### config.mk
export PLATFORM = sky130hd
export DESIGN_NAME = countWriter
export DESIGN_NICKNAME = d
export VERILOG_FILES = /design/src/source/histogramPkg.sv /design/src/source/countWriter.sv
export VERILOG_INCLUDE_DIRS = /design/src /design/src/source
export SDC_FILE = /design/constraint.sdc
export NUM_CORES = 1
export LEC_CHECK = 0
export BUFFER_PORTS_ARGS = -buffer_cell sky130_fd_sc_hd__clkbuf_2
export CORE_MARGIN = 5
export CORE_UTILIZATION = 36
export CTS_BUF_LIST = sky130_fd_sc_hd__clkbuf_4 sky130_fd_sc_hd__clkbuf_8 sky130_fd_sc_hd__clkbuf_16
export DETAILED_ROUTE_END_ITERATION = 10
export PLACE_DENSITY = 0.79
export SLEW_MARGIN = 30
export SYNTH_ARGS = -nofsm -noshare
export SYNTH_HDL_FRONTEND = slang
export SYNTH_SLANG_ARGS = --single-unit
export TNS_END_PERCENT = 30
### constraint.sdc
create_clock -name clock -period 1.5 [get_ports clock]
set_input_delay 0.3 -clock clock [delete_from_list [all_inputs] [get_ports clock]]
set_output_delay 0.3 -clock clock [all_outputs]
set_load 0.005 [all_outputs]
### src/source/histogram_defines.svh
// Histogram engine widths and counts
// Shared by the package and every RTL block of the pixel histogram engine

`ifndef HISTOGRAM_DEFINES_SVH
`define HISTOGRAM_DEFINES_SVH

`define PIXEL_WIDTH      8      // bits per pixel
`define PIXELS_PER_WORD  16     // pixels in one input word
`define BUS_WIDTH        128    // SRAM data bus
`define ADDR_WIDTH       16     // SRAM address, top bit selects the bank

`define BIN_COUNT        256    // one bin per pixel value
`define COUNT_WIDTH      19     // enough for a 640x480 image in one bin
`define SLICE_WIDTH      5      // one word gives 0 to 16 hits per bin

`define BINS_PER_WORD    4      // count fields per scratch write
`define FIELD_WIDTH      32     // each count is zero-extended to this
`define BLOCK_COUNT      64     // scratch words per dump

// read address to accumulated word
`define PIPE_DEPTH       3

`endif

### src/source/histogramPkg.sv
// Histogram engine types
// Controller states and the packed bundles passed between the blocks

`include "histogram_defines.svh"

package histogramPkg;

    typedef enum logic [2:0]
    {
        stateIdle,
        stateScan,
        stateDrain,
        stateDump,
        stateHold
    } controlState_t;

    typedef struct packed
    {
        logic bank;     // selects the upper half of both SRAMs
        logic start;    // level, held by the host for the whole run
    } hostControl_t;

    typedef logic [`PIXELS_PER_WORD-1:0][`PIXEL_WIDTH-1:0] pixelWord_t;

    typedef struct packed
    {
        logic                                   valid;
        logic [`BIN_COUNT-1:0][`SLICE_WIDTH-1:0] count;   // hits per bin in one word
    } binSlice_t;

    typedef logic [`BINS_PER_WORD-1:0][`COUNT_WIDTH-1:0] countBlock_t;

    typedef struct packed
    {
        logic                   enable;
        logic [`ADDR_WIDTH-1:0] address;
        logic [`BUS_WIDTH-1:0]  data;
    } memWrite_t;

endpackage

### src/source/countWriter.sv
// Count writer
// Walks the 64 count blocks after dumpStart and writes one scratch word
// per cycle, four zero-extended counts each

`timescale 1ns/1ns
`include "histogram_defines.svh"

module countWriter
#(
    parameter logic [`ADDR_WIDTH-2:0] CountBase = '0
)
(
    input  logic                               clock,
    input  logic                               reset,
    input  logic                               dumpStart,
    input  logic                               bank,
    input  histogramPkg::countBlock_t          countBlock,
    output logic [$clog2(`BLOCK_COUNT)-1:0]    blockIndex,
    output histogramPkg::memWrite_t            scratchWrite,
    output logic                               dumpDone
);

    logic                                          active;
    logic [`BINS_PER_WORD-1:0][`FIELD_WIDTH-1:0]   fields;

    always_comb
    begin
        for (int k = 0; k < `BINS_PER_WORD; k++)
            fields[k] = `FIELD_WIDTH'(countBlock[k]);
    end

    always_ff @(posedge clock)
    begin
        scratchWrite.address <= {bank, CountBase} + `ADDR_WIDTH'(blockIndex);
        scratchWrite.data    <= fields;
        if (reset)
        begin
            active              <= 1'b0;
            blockIndex          <= '0;
            scratchWrite.enable <= 1'b0;
            dumpDone            <= 1'b0;
        end
        else
        begin
            scratchWrite.enable <= active;
            dumpDone            <= active && (blockIndex == `BLOCK_COUNT - 1);  // with last write
            if (dumpStart)
            begin
                active     <= 1'b1;
                blockIndex <= '0;
            end
            else if (active)
            begin
                if (blockIndex == `BLOCK_COUNT - 1)
                    active <= 1'b0;
                blockIndex <= blockIndex + 1'b1;   // wraps back to zero
            end
        end
    end

endmodule

==> results of run 1 <==
==> cells in the final DEF (no fill, tap or decap), types with 2 or more instances in the layout <==
master / netlist / routed
clkinvlp_4: 0 / 2
dfxtp_1: 92 / 92
xor2_1: 3 / 3
nand2_1: 2 / 2
clkbuf_2: 0 / 170
nor2_1: 6 / 6
clkbuf_8: 0 / 9
inv_1: 2 / 2
inv_8: 0 / 2
conb_1: 1 / 61
==> logic make-up after synthesis <==
| group | after synthesis |
|---|---|
| flops | 92 |
| buf+inv | 64 |
| simple gates | 15 |
| xor+xnor | 4 |
| compound gates | 3 |
| fa+ha+maj | 1 |
| other cells | 1 |
| mux | 1 |
==> flip-flops by register name (all words and copies together), names as in the netlist <==
register and flops:
dumpDone 1, blockIndex 6, active 1, scratchWrite 84
==> power by group through the flow <==
| stage | sequential [mW] | combinational [mW] | clock, mW |
|---|---|---|---|
| floorplan | 2.67 | 0.163 | 0 |
| finish | 2.60 | 0.294 | 1.55 |
| global placement | 2.65 | 0.287 | 0 |
| global route | 2.61 | 0.326 | 1.73 |
| CTS | 2.60 | 0.296 | 1.62 |
| detailed placement | 2.66 | 0.295 | 0 |
==> final timing paths <==
kind | from | endpoint | cells after the start
hold reg to reg | blockIndex[5]$_SDFFE_PP0P_ | scratchWrite[133]$_DFF_P_ | 0
hold / removal | countBlock[13] | scratchWrite[13]$_DFF_P_ | 1
setup / recovery | blockIndex[2]$_SDFFE_PP0P_ | blockIndex[2] | 1
setup reg to reg | active$_SDFF_PP0_ | blockIndex[5]$_SDFFE_PP0P_ | 3
==> layout make-up <==
cell class | count | area [µm²] | share of cell area (%)
clock inverters | 7 | 71.3 | 2.11
multi-input cells | 85 | 382 | 11.3
well taps | 80 | 100 | 2.96
clock buffers | 9 | 124 | 3.67
flip-flops and latches | 92 | 1840 | 54.5
repair buffers | 170 | 851 | 25.2
inverters | 2 | 7.51 | 0.222
==> synthesized netlist by cell type (all sizes together) <==
| cell | instances | area share (%) |
|---|---|---|
| nand3 | 1 | 0.20 |
| xor2 | 3 | 1.1 |
| mux2i | 1 | 0.41 |
| buf | 61 | 19 |
| or2b | 1 | 0.30 |
| nand2 | 2 | 0.30 |
| or3 | 1 | 0.25 |
| dfxtp | 92 | 75 |
| nor3 | 1 | 0.20 |
| conb | 1 | 0.15 |
| o22ai | 1 | 0.25 |
| xnor2 | 1 | 0.36 |
| ha | 1 | 0.51 |
| nor2 | 6 | 0.91 |
| clkbuf | 1 | 0.15 |
| inv | 2 | 0.30 |
| o21ai | 1 | 0.20 |
| a21oi | 1 | 0.20 |
| or2 | 1 | 0.25 |
| nand4 | 2 | 0.76 |
==> layer usage <==
metal	global-route usage, %	vias to the layer above	part of all wire, %	wire [µm]
li1	-	800	-	-
met1	12.8	732	31	1990
met2	25.1	126	54	3420
met3	6.99	8	13	839
met4	6.96	0	2.2	141
met5	0	-	0	0
==> qor.yml, run 1 <==
cts.sinks: 92
place_inst: 429
drt_iter0_drc: 28
slowest_stage: "dfxtp_1"
internal_power_mw: 3.36
yosys.area_share.xor_xnor_pct: 1.42
finalCritPeriodShare_pct: 82.7
track_usage_pct: 14.0
synth-seq-area-share_pct: 74.6
path_buf_inv: 1
die-area_um2: 8610
ys_ff_latch: 92
gp_congestion: 0.754
drive_gt1_share_pct: 51.5
grt-ovfl-total: 0
status: "finished clean"
place_ws_ps: 341
grt_max_degree: 19
clock_latency_ps: 340
cpPeakStageDelay_ps: 450
start_util_pct: 36.7
synthDistinctLibCells: 21
vias_per_cell: 3.74
min_period_ps: 1240
drc: 0
filler_cell_count: 579
max_freq_ghz: 0.806
antenna_cells: 0
muxShareOfSynthArea_pct: 0.406
p_seq_share_pct: 58.4
crit_required_ps: 1200
max-cap-violations: 0
numCtsBuffers: 9
irDropWorstVdd_uv: 432
crit_family: "flip-flops"
grt_pass1_vias: 1741
cts_tree: "yes"
rows: 30
design.portCount: 232
synth-simple-area-share_pct: 3.19
post-dp-hpwl_um: 5500
finalPower_mw: 4.44
fin_tns_setup_ps: 0
layout_setup_ws_ps: 259
placed_area_um2: 3180
post-cts-setup-buffers: 0
stdcell_count: 445
cts_root_buf: "clkbuf_8"
die_h_um: 92.8
synth_top_family_by_area: "buffers and inverters"
clock_path_buffers: 2
wl_per_cell_um: 14.4
fin_util_pct: 50.3
p_sw_mw: 1.08
htree_levels: 3
core_um2: 6720
fp.dieW_um: 92.8
area_delta_synth_final_pct: 36.9
r2r_setup_slack_ps: 320
swShare_pct: 24.4
cts_resized: 0
io_buffers: 170
netlist_area_um2: 2470
path_max_fanout: 6
fin_hold_ws_ps: 47.9
min_path_type: "in2reg"
grt_pass1_wl_um: 8920
synthAdderAreaFrac_pct: 0.507
p_per_area_nw_per_um2: 1320
nets: 441
power.share.clock_pct: 34.9
rsz0062_at_grt: "no"
antenna_left: 0
design_area_um2: 3380
setup_viol: 0
route.vias.total: 1666
endpoint_kind: "output pin"
postSynthCellCount: 181
synth.avg_cell_area_um2: 13.6
ctsHoldBuffers: 0
yosysWarnings: 0
maxSlewViolCount: 0
hold_viol_final: 0
arrival_ps: 940
power_leakage_nw: 1.85
skew_ps: 3.81
crit_type: "reg2out"
wirelength_um: 6400
synth_compound_area_share_pct: 0.659
antenna_found_initial: 0
path_cells: "clkbuf_2"
cp-start-kind: "flop"
clk_pin_slew_worst_paths_ps: 100
pwr-share-comb_pct: 6.6
drt-pass1-iter-count: 4
Power figures use the tool's default switching activity.
==> inputs of run 2 (changes only) <==
--- a/config.mk
+++ b/config.mk
@@ -8,10 +8,10 @@
 export LEC_CHECK = 0
 export BUFFER_PORTS_ARGS = -buffer_cell sky130_fd_sc_hd__clkbuf_2
 export CORE_MARGIN = 5
-export CORE_UTILIZATION = 36
+export CORE_UTILIZATION = 32
 export CTS_BUF_LIST = sky130_fd_sc_hd__clkbuf_4 sky130_fd_sc_hd__clkbuf_8 sky130_fd_sc_hd__clkbuf_16
 export DETAILED_ROUTE_END_ITERATION = 10
-export PLACE_DENSITY = 0.79
+export PLACE_DENSITY = 0.74
 export SLEW_MARGIN = 30
 export SYNTH_ARGS = -nofsm -noshare
 export SYNTH_HDL_FRONTEND = slang
==> constraint.sdc (replaced) <==
create_clock -name clock -period 1 [get_ports clock]
set_input_delay 0.2 -clock clock [delete_from_list [all_inputs] [get_ports clock]]
set_output_delay 0.2 -clock clock [all_outputs]
set_load 0.005 [all_outputs]
==> run 2 against run 1 <==
Against the previous run: core utilization rose by 12 points; count of clock-buffer cells in the layout grew 1; final cell count up 26%; register-to-register slack lost 520 ps; largest cell class is now non-clock buffers; setup slack lost 460 ps; via count increased by 43%; sequential share of layout area fell by 13 points; global-route usage up 5.6 points; critical endpoint is now blockIndex[5]$_SDFFE_PP0P_; the flow now finishes with violations (negative setup slack); non-clock buffer count rose by 94; clock skew increased by 16 ps; die area rose by 11%.
==> qor.yml, run 2 (synthesized netlist as in run 1, its figures left out) <==
drive_gt1_share_pct: 60.1
fin_util_pct: 61.8
p_per_area_nw_per_um2: 1650
route.vias.total: 2381
clk_pin_slew_worst_paths_ps: 90
clock_latency_ps: 370
fp.dieW_um: 97.8
cp-start-kind: "flop"
drt_iter0_drc: 82
cts.sinks: 92
hold_end: "active$_SDFF_PP0_"
start_util_pct: 32.4
min_period_ps: 1200
arrival_ps: 1480
grt_pass1_vias: 2322
hold_viol_final: 0
antenna_left: 0
reg_top3: "scratchWrite: 84 flops, blockIndex: 6 flops"
die_h_um: 97.8
cts_root_buf: "clkbuf_8"
area_delta_synth_final_pct: 90.5
rows: 32
vias_per_cell: 4.24
numCtsBuffers: 9
drc: 0
htree_levels: 3
r2r_setup_slack_ps: -200
final_common_cell: "clkbuf_2"
reg2reg_from: "blockIndex[1]$_SDFFE_PP0P_"
busiest_layer: "met2"
nets: 535
place_inst: 459
place_ws_ps: 8.36
endpoint_kind: "flop"
post-dp-hpwl_um: 5270
maxSlewViolCount: 0
crit_required_ps: 1280
grt-ovfl-total: 0
r2r_cells: 4
top_register: "scratchWrite"
register_area_um2: 1930
grt_pass1_wl_um: 13900
track_usage_pct: 19.6
grt_max_degree: 17
grt_use_met1_pct: 19.4
die-area_um2: 9570
max_freq_ghz: 0.836
hold_path_depth: 2
stdcell_count: 562
io_buffers: 170
max-cap-violations: 0
cts_tree: "yes"
antenna_found_initial: 1
largest_register_ffs: 84
design.portCount: 232
violations: "negative setup slack"
finalCritPeriodShare_pct: 120
wl_per_cell_um: 21.6
final_cell_mix: "124 x clkbuf_2, 77 x dlygate4sd3_1, 64 x dfxtp_2"
grt_util_met2_pct: 36.8
drt-pass1-iter-count: 4
use_met3_pct: 6.64
hp-start: "reset"
power_leakage_nw: 2.34
clock_path_buffers: 2
r2r-end: "blockIndex[5]$_SDFFE_PP0P_"
core_um2: 7610
status: "complete, but fails checks"
rsz0062_at_grt: "yes"
irDropWorstVdd_uv: 724
path_max_fanout: 3
min_path_type: "in2reg"
crit_type: "reg2reg"
multi_input_area_um2: 428
wirelength_um: 12100
layout_setup_ws_ps: -197
filler_cell_count: 504
setup_viol: 75
gp_congestion: 0.860
skew_ps: 19.6
## run 2: changes by cell type in the layout (fill, tap and decap cells not counted), moves of 2 or more
| cell | previous run | this run |
|---|---|---|
| dfxtp_2 | 0 | 64 |
| dlygate4sd3_1 | 0 | 77 |
| buf_2 | 0 | 16 |
| inv_8 | 2 | 0 |
| bufinv_16 | 0 | 2 |
| buf_6 | 0 | 36 |
| dfxtp_1 | 92 | 26 |
| dfxtp_4 | 0 | 2 |
| clkbuf_2 | 170 | 124 |
| buf_4 | 0 | 9 |
| buf_8 | 0 | 2 |
## run 2: how the worst max path moves through the flow
stage / start / to / slack (ps) / cells after the start
after floorplan: blockIndex[4]$_SDFFE_PP0P_ / blockIndex[5]$_SDFFE_PP0P_ / 10 / 3
after global placement: blockIndex[0]$_SDFFE_PP0P_ / blockIndex[4]$_SDFFE_PP0P_ / 30 / 4
after detailed placement: blockIndex[0]$_SDFFE_PP0P_ / blockIndex[4]$_SDFFE_PP0P_ / 8 / 4
after CTS: blockIndex[2]$_SDFFE_PP0P_ / blockIndex[2] / -150 / 2
after global routing: blockIndex[1]$_SDFFE_PP0P_ / blockIndex[5]$_SDFFE_PP0P_ / -220 / 4
final: blockIndex[1]$_SDFFE_PP0P_ / blockIndex[5]$_SDFFE_PP0P_ / -200 / 4
## run 2: final cells by class
class	count	area share (%)
flip-flops and latches	92	41.0
inverters	2	0.160
multi-input cells	85	9.10
clock buffers	10	2.93
clock inverters	6	2.00
diodes	1	0.0532
repair buffers	264	42.0
well taps	102	2.71
## run 2: stage by stage
stage	hold WS, ps	area (µm²)	total power [mW]	TNS, ps
after floorplan	228	2710	4.25	0
after global placement	303	3290	4.41	0
after detailed placement	304	3290	4.42	0
after CTS	36.7	4420	7.42	-1000
after global routing	52.6	4700	7.97	-4650
final	62.1	4700	7.78	-2650
## run 2: power breakdown
group	switching [mW]	internal [mW]
Combinational	0.362	0.505
Sequential	0.0918	3.86
Clock	1.45	1.50
## run 2: repair_timing
action                                 in CTS  in global routing
setup endpoints to repair                  31                 89
setup buffers                               8                  1
pin swaps                                   4                  6
endpoints found under the hold margin      77                  0
hold buffers                               77                  0
gates resized for setup                    21                122
## run 2: worst max-delay path: stages, from the launching register on
cell and delay (ps):
dfxtp_2 370, buf_6 120, nand4_4 120, or3_1 350, a21oi_1 160
## run 2: routing by layer
layer | up-vias | routed length, µm
met5 | - | 0
met4 | 0 | 682
met3 | 48 | 1100
met2 | 210 | 6350
met1 | 1138 | 3980
li1 | 985 | -
