### src/source/histogram_defines.svh
// Histogram engine widths and counts
// Shared by the package and every RTL block of the pixel histogram engine

`ifndef HISTOGRAM_DEFINES_SVH
`define HISTOGRAM_DEFINES_SVH

`define PIXEL_WIDTH      8      // bits per pixel
`define PIXELS_PER_WORD  16     // pixels in one input word
`define BUS_WIDTH        128    // SRAM data bus
`define ADDR_WIDTH       16     // SRAM address, top bit selects the bank

`define BIN_COUNT        256    // one bin per pixel value
`define COUNT_WIDTH      19     // enough for a 640x480 image in one bin
`define SLICE_WIDTH      5      // one word gives 0 to 16 hits per bin

`define BINS_PER_WORD    4      // count fields per scratch write
`define FIELD_WIDTH      32     // each count is zero-extended to this
`define BLOCK_COUNT      64     // scratch words per dump

// read address to accumulated word
`define PIPE_DEPTH       3

`endif

### src/source/histogramPkg.sv
// Histogram engine types
// Controller states and the packed bundles passed between the blocks

`include "histogram_defines.svh"

package histogramPkg;

    typedef enum logic [2:0]
    {
        stateIdle,
        stateScan,
        stateDrain,
        stateDump,
        stateHold
    } controlState_t;

    typedef struct packed
    {
        logic bank;     // selects the upper half of both SRAMs
        logic start;    // level, held by the host for the whole run
    } hostControl_t;

    typedef logic [`PIXELS_PER_WORD-1:0][`PIXEL_WIDTH-1:0] pixelWord_t;

    typedef struct packed
    {
        logic                                   valid;
        logic [`BIN_COUNT-1:0][`SLICE_WIDTH-1:0] count;   // hits per bin in one word
    } binSlice_t;

    typedef logic [`BINS_PER_WORD-1:0][`COUNT_WIDTH-1:0] countBlock_t;

    typedef struct packed
    {
        logic                   enable;
        logic [`ADDR_WIDTH-1:0] address;
        logic [`BUS_WIDTH-1:0]  data;
    } memWrite_t;

endpackage

### src/source/histogramControl.sv
// Histogram run sequencer
// Issues the image read addresses, waits out the pipeline, starts the dump
// and holds done until the host releases start

`timescale 1ns/1ns
`include "histogram_defines.svh"

module histogramControl
#(
    parameter logic [`ADDR_WIDTH-2:0]  ImageBase = '0,
    parameter logic [`COUNT_WIDTH-1:0] WordCount = 19'd10
)
(
    input  logic                        clock,
    input  logic                        reset,
    input  histogramPkg::hostControl_t  hostControl,
    input  logic                        dumpDone,
    output logic [`ADDR_WIDTH-1:0]      readAddress,
    output logic                        readStrobe,
    output logic                        clear,
    output logic                        dumpStart,
    output logic                        bank,
    output logic                        done
);
    import histogramPkg::*;

    controlState_t                      state;
    logic [`COUNT_WIDTH-1:0]            wordIndex;
    logic [`COUNT_WIDTH-1:0]            nextIndex;
    logic [$clog2(`PIPE_DEPTH)-1:0]     drainCount;

    assign nextIndex = wordIndex + 1'b1;

    // last drain cycle, the final word lands in the accumulators on this edge
    assign dumpStart = (state == stateDrain) && (drainCount == `PIPE_DEPTH - 1);

    always_ff @(posedge clock)
    begin
        if (reset)
        begin
            state       <= stateIdle;
            wordIndex   <= '0;
            drainCount  <= '0;
            readAddress <= '0;
            readStrobe  <= 1'b0;
            clear       <= 1'b0;
            bank        <= 1'b0;
            done        <= 1'b0;
        end
        else
        begin
            clear <= 1'b0;
            case (state)
                stateIdle:
                begin
                    if (hostControl.start)
                    begin
                        state       <= stateScan;
                        bank        <= hostControl.bank;
                        clear       <= 1'b1;
                        wordIndex   <= '0;
                        readAddress <= {hostControl.bank, ImageBase};
                        readStrobe  <= 1'b1;
                    end
                end
                stateScan:
                begin
                    if (wordIndex == WordCount - 1'b1)
                    begin
                        state      <= stateDrain;
                        readStrobe <= 1'b0;   // last address stays on the bus
                        drainCount <= '0;
                    end
                    else
                    begin
                        wordIndex   <= nextIndex;
                        readAddress <= {bank, ImageBase} + `ADDR_WIDTH'(nextIndex);
                    end
                end
                stateDrain:
                begin
                    drainCount <= drainCount + 1'b1;
                    if (dumpStart)
                        state <= stateDump;
                end
                stateDump:
                begin
                    if (dumpDone)
                    begin
                        state <= stateHold;
                        done  <= 1'b1;
                    end
                end
                stateHold:
                begin
                    if (!hostControl.start)   // host has seen done
                    begin
                        state <= stateIdle;
                        done  <= 1'b0;
                    end
                end
                default: state <= stateIdle;
            endcase
        end
    end

endmodule

### config.mk
export PLATFORM = sky130hd
export DESIGN_NAME = histogramControl
export DESIGN_NICKNAME = d
export VERILOG_FILES = /design/src/source/histogramPkg.sv /design/src/source/histogramControl.sv
export VERILOG_INCLUDE_DIRS = /design/src /design/src/source
export SDC_FILE = /design/constraint.sdc
export NUM_CORES = 1
export LEC_CHECK = 0
export ABC_CLOCK_PERIOD_IN_PS = 2150
export BUFFER_PORTS_ARGS = -buffer_cell sky130_fd_sc_hd__buf_2
export CAP_MARGIN = 20
export CORE_MARGIN = 1
export CORE_UTILIZATION = 34
export DETAILED_ROUTE_END_ITERATION = 12
export GPL_TIMING_DRIVEN = 1
export MAX_ROUTING_LAYER = met4
export SETUP_SLACK_MARGIN = 0.2
export SLEW_MARGIN = 20
export SYNTH_ARGS = -nofsm -noshare
export SYNTH_HDL_FRONTEND = slang
export SYNTH_SLANG_ARGS = --single-unit
### constraint.sdc
create_clock -name clock -period 2.15 [get_ports clock]
set_clock_uncertainty 0.1 [all_clocks]
set_input_delay 0.43 -clock clock [delete_from_list [all_inputs] [get_ports clock]]
set_output_delay 0.43 -clock clock [all_outputs]
set_load 0.05 [all_outputs]
==> metrics.md, run 1 <==
| Metric | Value |
|---|---|
| Top_reg_cell synth | dfxtp_1 |
| Worst setup EP type | output port |
| Detailed Route Iter0 Violations | 92 |
| Die W | 74.75 um |
| Largest net degree at the start of global routing | 34 |
| Slew @ Worst Pin | 0.6623 ns |
| Sequential fraction of the synthesis area | 32.27% |
| Setup WS pre-CTS | 0.2785 ns |
| Mapped Cells | 215 |
| Leakage | 0.0007774 uW |
| Highest-count cells in the layout ignoring fill and taps | 29 x nand2_1, 25 x dfxtp_1, 24 x buf_2, 14 x a2111o_1, 14 x a21oi_1 |
| Netlist cell types | 46 |
| Clock Path Buffers | 2 |
| Die area | 5587 sq um |
| I/O pins | 26 |
| Wire per inst | 13.82 um |
| Post-synth EDFFs | 0 |
| Cts hold-fix bufs | 0 |
| #FFs+latches synth | 29 |
| CTS tree | yes |
| CTS Buf Count | 5 |
| # clock sinks | 29 |
| VDD IR-drop max | 0.2394 mV |
| Reg2Reg Setup Slack | 0.33 ns |
| Most common cell after layout, fill and taps aside | nand2_1 |
| Avg Inst Size Synth | 8.368 sq um |
| FP Rows | 26 |
| Crit path time final | 1.827 ns |
| Final number of setup-violating endpoints | 0 |
| Final hold vios | 0 |
| Outcome | finished, final reports clean |
| Mapped Nets | 223 |
| Worst endpoint required time | 1.62 ns |
| Synth Warn # | 0 |
| Area Overhead vs Synth | 13.35% |
| Class of the worst hold path | in2reg |
| Finished Core Util | 39.93% |
| Cell area power density | 648.3 nW/um^2 |
| RSZ-0062 raised after global routing | false |
| Core footprint | 5107 sq um |
| ANT nets after route | 0 |
| Setup ws final | 0.3227 ns |
| ANT cells | 0 |
| Crit Path Class | reg2out |
| Layout cells sized above 1 | 26.84% |
| Max Slew Vio Count | 0 |
| Via count | 1598 |
| Htree depth | 2 |
| Final TNS setup | 0 ns |
| Worst slew margin | 55.69% |
| WL final | 4160 um |
| DR pass1 iterations | 4 |
| Max Cap Viol | 0 |
| GPL Wtd Cong | 0.8217 |
| Final HPWL DP | 2916 um |
| Total Routing Usage GR | 16.61% |
| Mapped cell area | 1799 sq um |
| Ys async rst share | 0% |
| CP Max Fanout | 10 |
| FMAX | 547.3 MHz |
| Die Ht | 74.75 um |
| Grt total ovfl | 0 |
| Fin crit share | 84.99% |
| Clk Latency, worst-skew pair | 0.28 ns |
| CP startpoint kind | register |
| Initial Utilization | 35.23% |
| Port Buf Inserts | 25 |
| Post-DR vias/cell | 5.309 |
| Vias in the first global route | 1339 |
| CTS root buffer | clkbuf_8 |
| Initial antenna violation count | 0 |
| Clk slew on worst S/H paths | 0.06 ns |
| Final nets | 238 |
| # DRC | 0 |
| Worst path arrival time | 1.30 ns |
| First-pass GRT wire length | 6734 um |
## where the power goes
part	internal, uW	leakage (uW)	switching [uW]	total, uW
clock	230	0.0000395	208	437
combinational	101	0.000501	203	304
sequential	561	0.000237	20.1	581
total	892	0.000777	431	1320
## worst max-delay path: stages, from the launching register on
cell	delay (ns)
dfxtp_1	0.31
buf_4	0.16
nor2_2	0.14
and3_1	0.18
clkbuf_4	0.22
## registers in the layout (all words and copies together), names as in the netlist
signal / cells
drainCount: 2
state: 3
bank: 1
done: 1
wordIndex: 4
readAddress: 16
clear: 1
readStrobe: 1
## what timing repair did
item	in CTS	in global routing
setup buffers	0	1
resized for setup	0	13
endpoints found under the hold margin	0	0
setup endpoints to repair	0	24
## synth_stat cells, drive strengths merged, types with 5 or more instances
master   instances  area (sq um)
dfxtp           29         580.6
nand2           29         108.9
buf             26         196.4
a2111o          14         157.7
a21oi           14         70.07
nand3           12         60.06
o2111ai          8         70.07
nand4            7         43.79
o21ai            7         38.78
nor2             6         22.52
and3             5         32.53
clkbuf           5         18.77
## metrics by stage
step | cell area (sq um) | hold slack [ns] | total power [uW] | cells
global route | 2039 | 0.3020 | 1390 | 301
CTS | 1987 | 0.2940 | 1323 | 300
floorplan | 1799 | 0.3494 | 815.2 | 215
finish | 2039 | 0.2963 | 1322 | 301
global placement | 1907 | 0.3742 | 886.2 | 292
detailed placement | 1907 | 0.3667 | 886.7 | 292
## final cells by class
class,count,area [sq um]
Multi-Input combinational cell,150,1022
Timing Repair Buffer,39,245.2
Tap cell,70,87.58
Inverter,5,18.77
Fill cell,523,3068
Sequential cell,29,585.6
Clock buffer,8,80.08
## cells by family after synthesis
group                    synth area share (%)
XOR/XNOR                               0.4869
buffers and inverters                   13.00
AND/OR/NAND/NOR                         24.76
AO/OA/AOI/OAI                           26.29
flip-flops                              32.27
multiplexers                            1.113
adder cells (fa/ha/maj)                 2.086
## worst paths after layout
kind	from	to	cells after the start
max	state[0]	dumpStart	4
min	hostControl[1]	bank	3
max reg2reg	readAddress[9]	wordIndex[18]	5
min reg2reg	drainCount[0]	drainCount[0]	2
## per-layer routing
metal,track usage (%),vias to the layer above,routed length [um]
met2,24.22,28,1850
met4,5.031,0,46
li1,-,831,-
met3,4.150,4,125
met5,-,-,0
met1,22.51,735,2138
(Power assumes the default switching activity.)
==> run 2, diff against run 1 <==
ABC_AREA = 1   (was unset)
ABC_CLOCK_PERIOD_IN_PS = 1500   (was 2150)
clock period = 1.5 ns   (was 2.15 ns; I/O delays follow)
==> metrics.md, run 2 <==
| Metric | Value |
|---|---|
| Pwr Total | 3985 uW (+200%) |
| Detailed Route Iter0 Violations | 196 (+110%) |
| Multi-input logic area | 1346 sq um (+32%) |
| CP Max Fanout | 10 (unchanged) |
| Final nets | 386 (+62%) |
| R2R Path Start | readAddress[1] |
| Via count | 2284 (+43%) |
| Worst endpoint required time | 1.64 ns (+0.02 ns) |
| Crit Path Class | reg2reg |
| FMAX | 641.1 MHz |
| CTS root buffer | clkbuf_8 |
| Ys async rst share | 0% (unchanged) |
| Metal2 WL | 3239 um (+75%) |
| Outcome | complete, but fails checks |
| Post-route insts no fill | 449 (+49%) |
| Port Buf Inserts | 25 (unchanged) |
| Post-DR vias/cell | 5.087 (-4.2%) |
| Final number of setup-violating endpoints | 17 (+17) |
| Die W | 76.60 um (+2.5%) |
| Highest-count cells in the layout ignoring fill and taps | 60 x nand2_1, 42 x buf_4, 28 x nand3_1, 26 x inv_1, 24 x buf_6 |
| Worst setup EP type | register |
| ANT cells | 0 (unchanged) |
| Initial Utilization | 36.12% (+0.89 points) |
| Routed wl met3 | 387 um (+210%) |
| CP cell instances | inv_2 > ha_4 > nand3_2 > nor2_2 > nand3_2 > a21oi_4 > buf_12 > buf_4 > nor2_1 > nor2_1 |
| Sequential fraction of the synthesis area | 30.69% (-1.6 points) |
| CTS Buf Count | 5 (unchanged) |
| # DRC | 0 (unchanged) |
| Layout cells sized above 1 | 53.30% (+26 points) |
| Most common cell after layout, fill and taps aside | nand2_1 |
| Leakage | 0.001351 uW (+74%) |
| WL final | 6337 um (+52%) |
| # clock sinks | 29 (unchanged) |
| Avg Inst Size Synth | 6.285 sq um (-25%) |
| Slowest-stage cell, CP | dfxtp_2 |
| Max Slew Vio Count | 0 (unchanged) |
| Clock Path Buffers | 2 (unchanged) |
| Die area | 5867 sq um (+5.0%) |
| Cell area power density | 1240 nW/um^2 (+91%) |
| Class of the worst hold path | in2reg |
| Max reg flops | 16 (unchanged) |
| CTS tree | yes |
| Top sig layer | met4 |
| First-pass GRT wire length | 10170 um (+51%) |
| Met1 Routed Length | 2519 um (+18%) |
| Cts hold-fix bufs | 0 (unchanged) |
| Count leader, synth | nand2_1 |
| Final Instance Area | 3214 sq um (+58%) |
| Setup ws final | -0.05986 ns (-0.3826 ns) |
| Synth top cells by count | 75 x nand2_1, 40 x nor2_1, 39 x nand3_1, 33 x inv_1, 29 x dfxtp_1 |
| Total Routing Usage GR | 23.12% (+6.5 points) |
| Htree depth | 2 (unchanged) |
| Fin crit share | 104.0% |
| Fin Hold WS | 0.1611 ns (-0.1351 ns) |
| Final HPWL DP | 4296 um (+47%) |
| Max Cap Viol | 0 (unchanged) |
| Wire per inst | 14.11 um (+2.1%) |
| Placed cells | 420 (+44%) |
| CP startpoint | readAddress[1] |
| Post-synth EDFFs | 0 (unchanged) |
| Mapped Nets | 309 (+39%) |
| Dpl cell area | 2338 sq um (+23%) |
| Reg area | 629.4 sq um (+7.5%) |
| Core footprint | 5238 sq um (+2.5%) |
| HP Start | hostControl[1] |
| Fillers | 457 (-13%) |
| Failing checks | negative setup slack |
| GPL Wtd Cong | 0.8805 (+7.2%) |
| Worst path arrival time | 1.70 ns (+0.40 ns) |
| Dominant cell type by area after synthesis | dfxtp_1 |
| Largest regs | readAddress (16), wordIndex (4), state (3) |
| Top_reg_cell synth | dfxtp_1 |
| FP Rows | 26 (unchanged) |
| Clk slew on worst S/H paths | 0.07 ns (about the same) |
| Area Overhead vs Synth | 69.91% |
| Initial antenna violation count | 0 (unchanged) |
| RSZ-0062 raised after global routing | true |
| I/O pins | 26 (unchanged) |
| Synth Warn # | 0 (unchanged) |
| Crit path max-delay family | simple AND/OR/NAND/NOR gates |
| Grt total ovfl | 0 (unchanged) |
| Worst slew margin | 81.16% (+25 points) |
| DR pass1 iterations | 4 (unchanged) |
| VDD IR-drop max | 1.150 mV (+380%) |
| Slew @ Worst Pin | 0.2805 ns (-0.3818 ns) |
| Vias in the first global route | 2211 (+65%) |
| Mapped Cells | 301 (+40%) |
| #FFs+latches synth | 29 (unchanged) |
| Worst path bufs/invs | 3 (+1) |
| Mapped cell area | 1892 sq um (+5.1%) |
| Crit path largest cell delay | 0.34 ns (+0.03 ns) |
| Largest net degree at the start of global routing | 19 (-44%) |
| Final hold vios | 0 (unchanged) |
| Synth top area share | 30.69% (-1.6 points) |
| Clk Latency, worst-skew pair | 0.30 ns (+0.02 ns) |
| Die Ht | 76.60 um (+2.5%) |
| CP startpoint kind | register |
| Crit path time final | 1.560 ns |
| Most flops, register | readAddress |
| Netlist cell types | 25 (-46%) |
| Synth top area cells | dfxtp_1 31%, nand2_1 15%, nand3_1 10% |
| ANT nets after route | 0 (unchanged) |
run 2: cell types whose count changed after synthesis, sizes merged, moves of 4 or more:
cell / change
a21oi: +11
buf: -7
nand3: +28
nor3: +4
and4: -4
o2111ai: -8
and3: -5
inv: +29
nor2: +37
a2111o: -14
nand2: +46
a31oi: -4
run 2: layout make-up:
class,instances,share of cell area (%)
clock buffers,7,2.686
inverters,33,4.399
flip-flops and latches,29,19.58
repair buffers,91,27.79
clock inverters,1,0.9342
well taps,70,2.725
multi-input cells,218,41.88
run 2: where the power goes:
part | internal (uW) | switching [uW] | leakage (uW)
logic | 873 | 1230 | 0.00104
registers | 892 | 113 | 0.000248
clock network | 541 | 335 | 0.0000585
run 2: through the flow:
step	utilization [%]	TNS (ns)	setup slack, ns
final	61.37	-0.6023	-0.05986
after global routing	61.37	-1.931	-0.1282
after CTS	57.84	-0.2971	-0.04879
after detailed placement	44.65	-0.3164	-0.06469
after global placement	44.65	-0.04656	-0.02909
after floorplan	-	0	0.03614
run 2: timing repair:
| item | in CTS | in global routing |
|---|---|---|
| endpoints found under the hold margin | 0 | 0 |
| setup buffers | 18 | 3 |
| pin swaps | 19 | 11 |
| endpoints found under the setup margin | 43 | 48 |
| resized for setup | 141 | 49 |
| cloned | 0 | 0 |
run 2: per-layer routing:
layer | vias to the layer above | track usage, %
met5 | - | -
met1 | 1062 | 25.95
met3 | 16 | 4.431
li1 | 1114 | -
met4 | 0 | 11.15
met2 | 92 | 39.28
run 2: worst paths after layout:
kind                                  endpoint  slack [ns]  cells after the start
worst max-delay path            readAddress[1]       -0.06                     10
worst min-delay path                      bank        0.16                      3
worst min register to register   drainCount[0]        0.35                      1
worst max register to register  readAddress[1]       -0.06                     10
run 2: kinds of logic (layout without fill, tap and decap cells):
kind of cell | after synthesis | in the layout | share of synthesized area [%]
AND/OR/NAND/NOR | 179 | 179 | 41.80
buffers and inverters | 54 | 132 | 14.75
AO/OA/AOI/OAI | 36 | 36 | 10.78
flip-flops | 29 | 29 | 30.69
adder cells (fa/ha/maj) | 3 | 3 | 1.984
run 2: tightest hold or removal path: cells and delay by family:
kind                   cells  cell delay [ns]
AO/OA/AOI/OAI              1             0.08
buffers and inverters      1             0.09
AND/OR/NAND/NOR            1             0.05
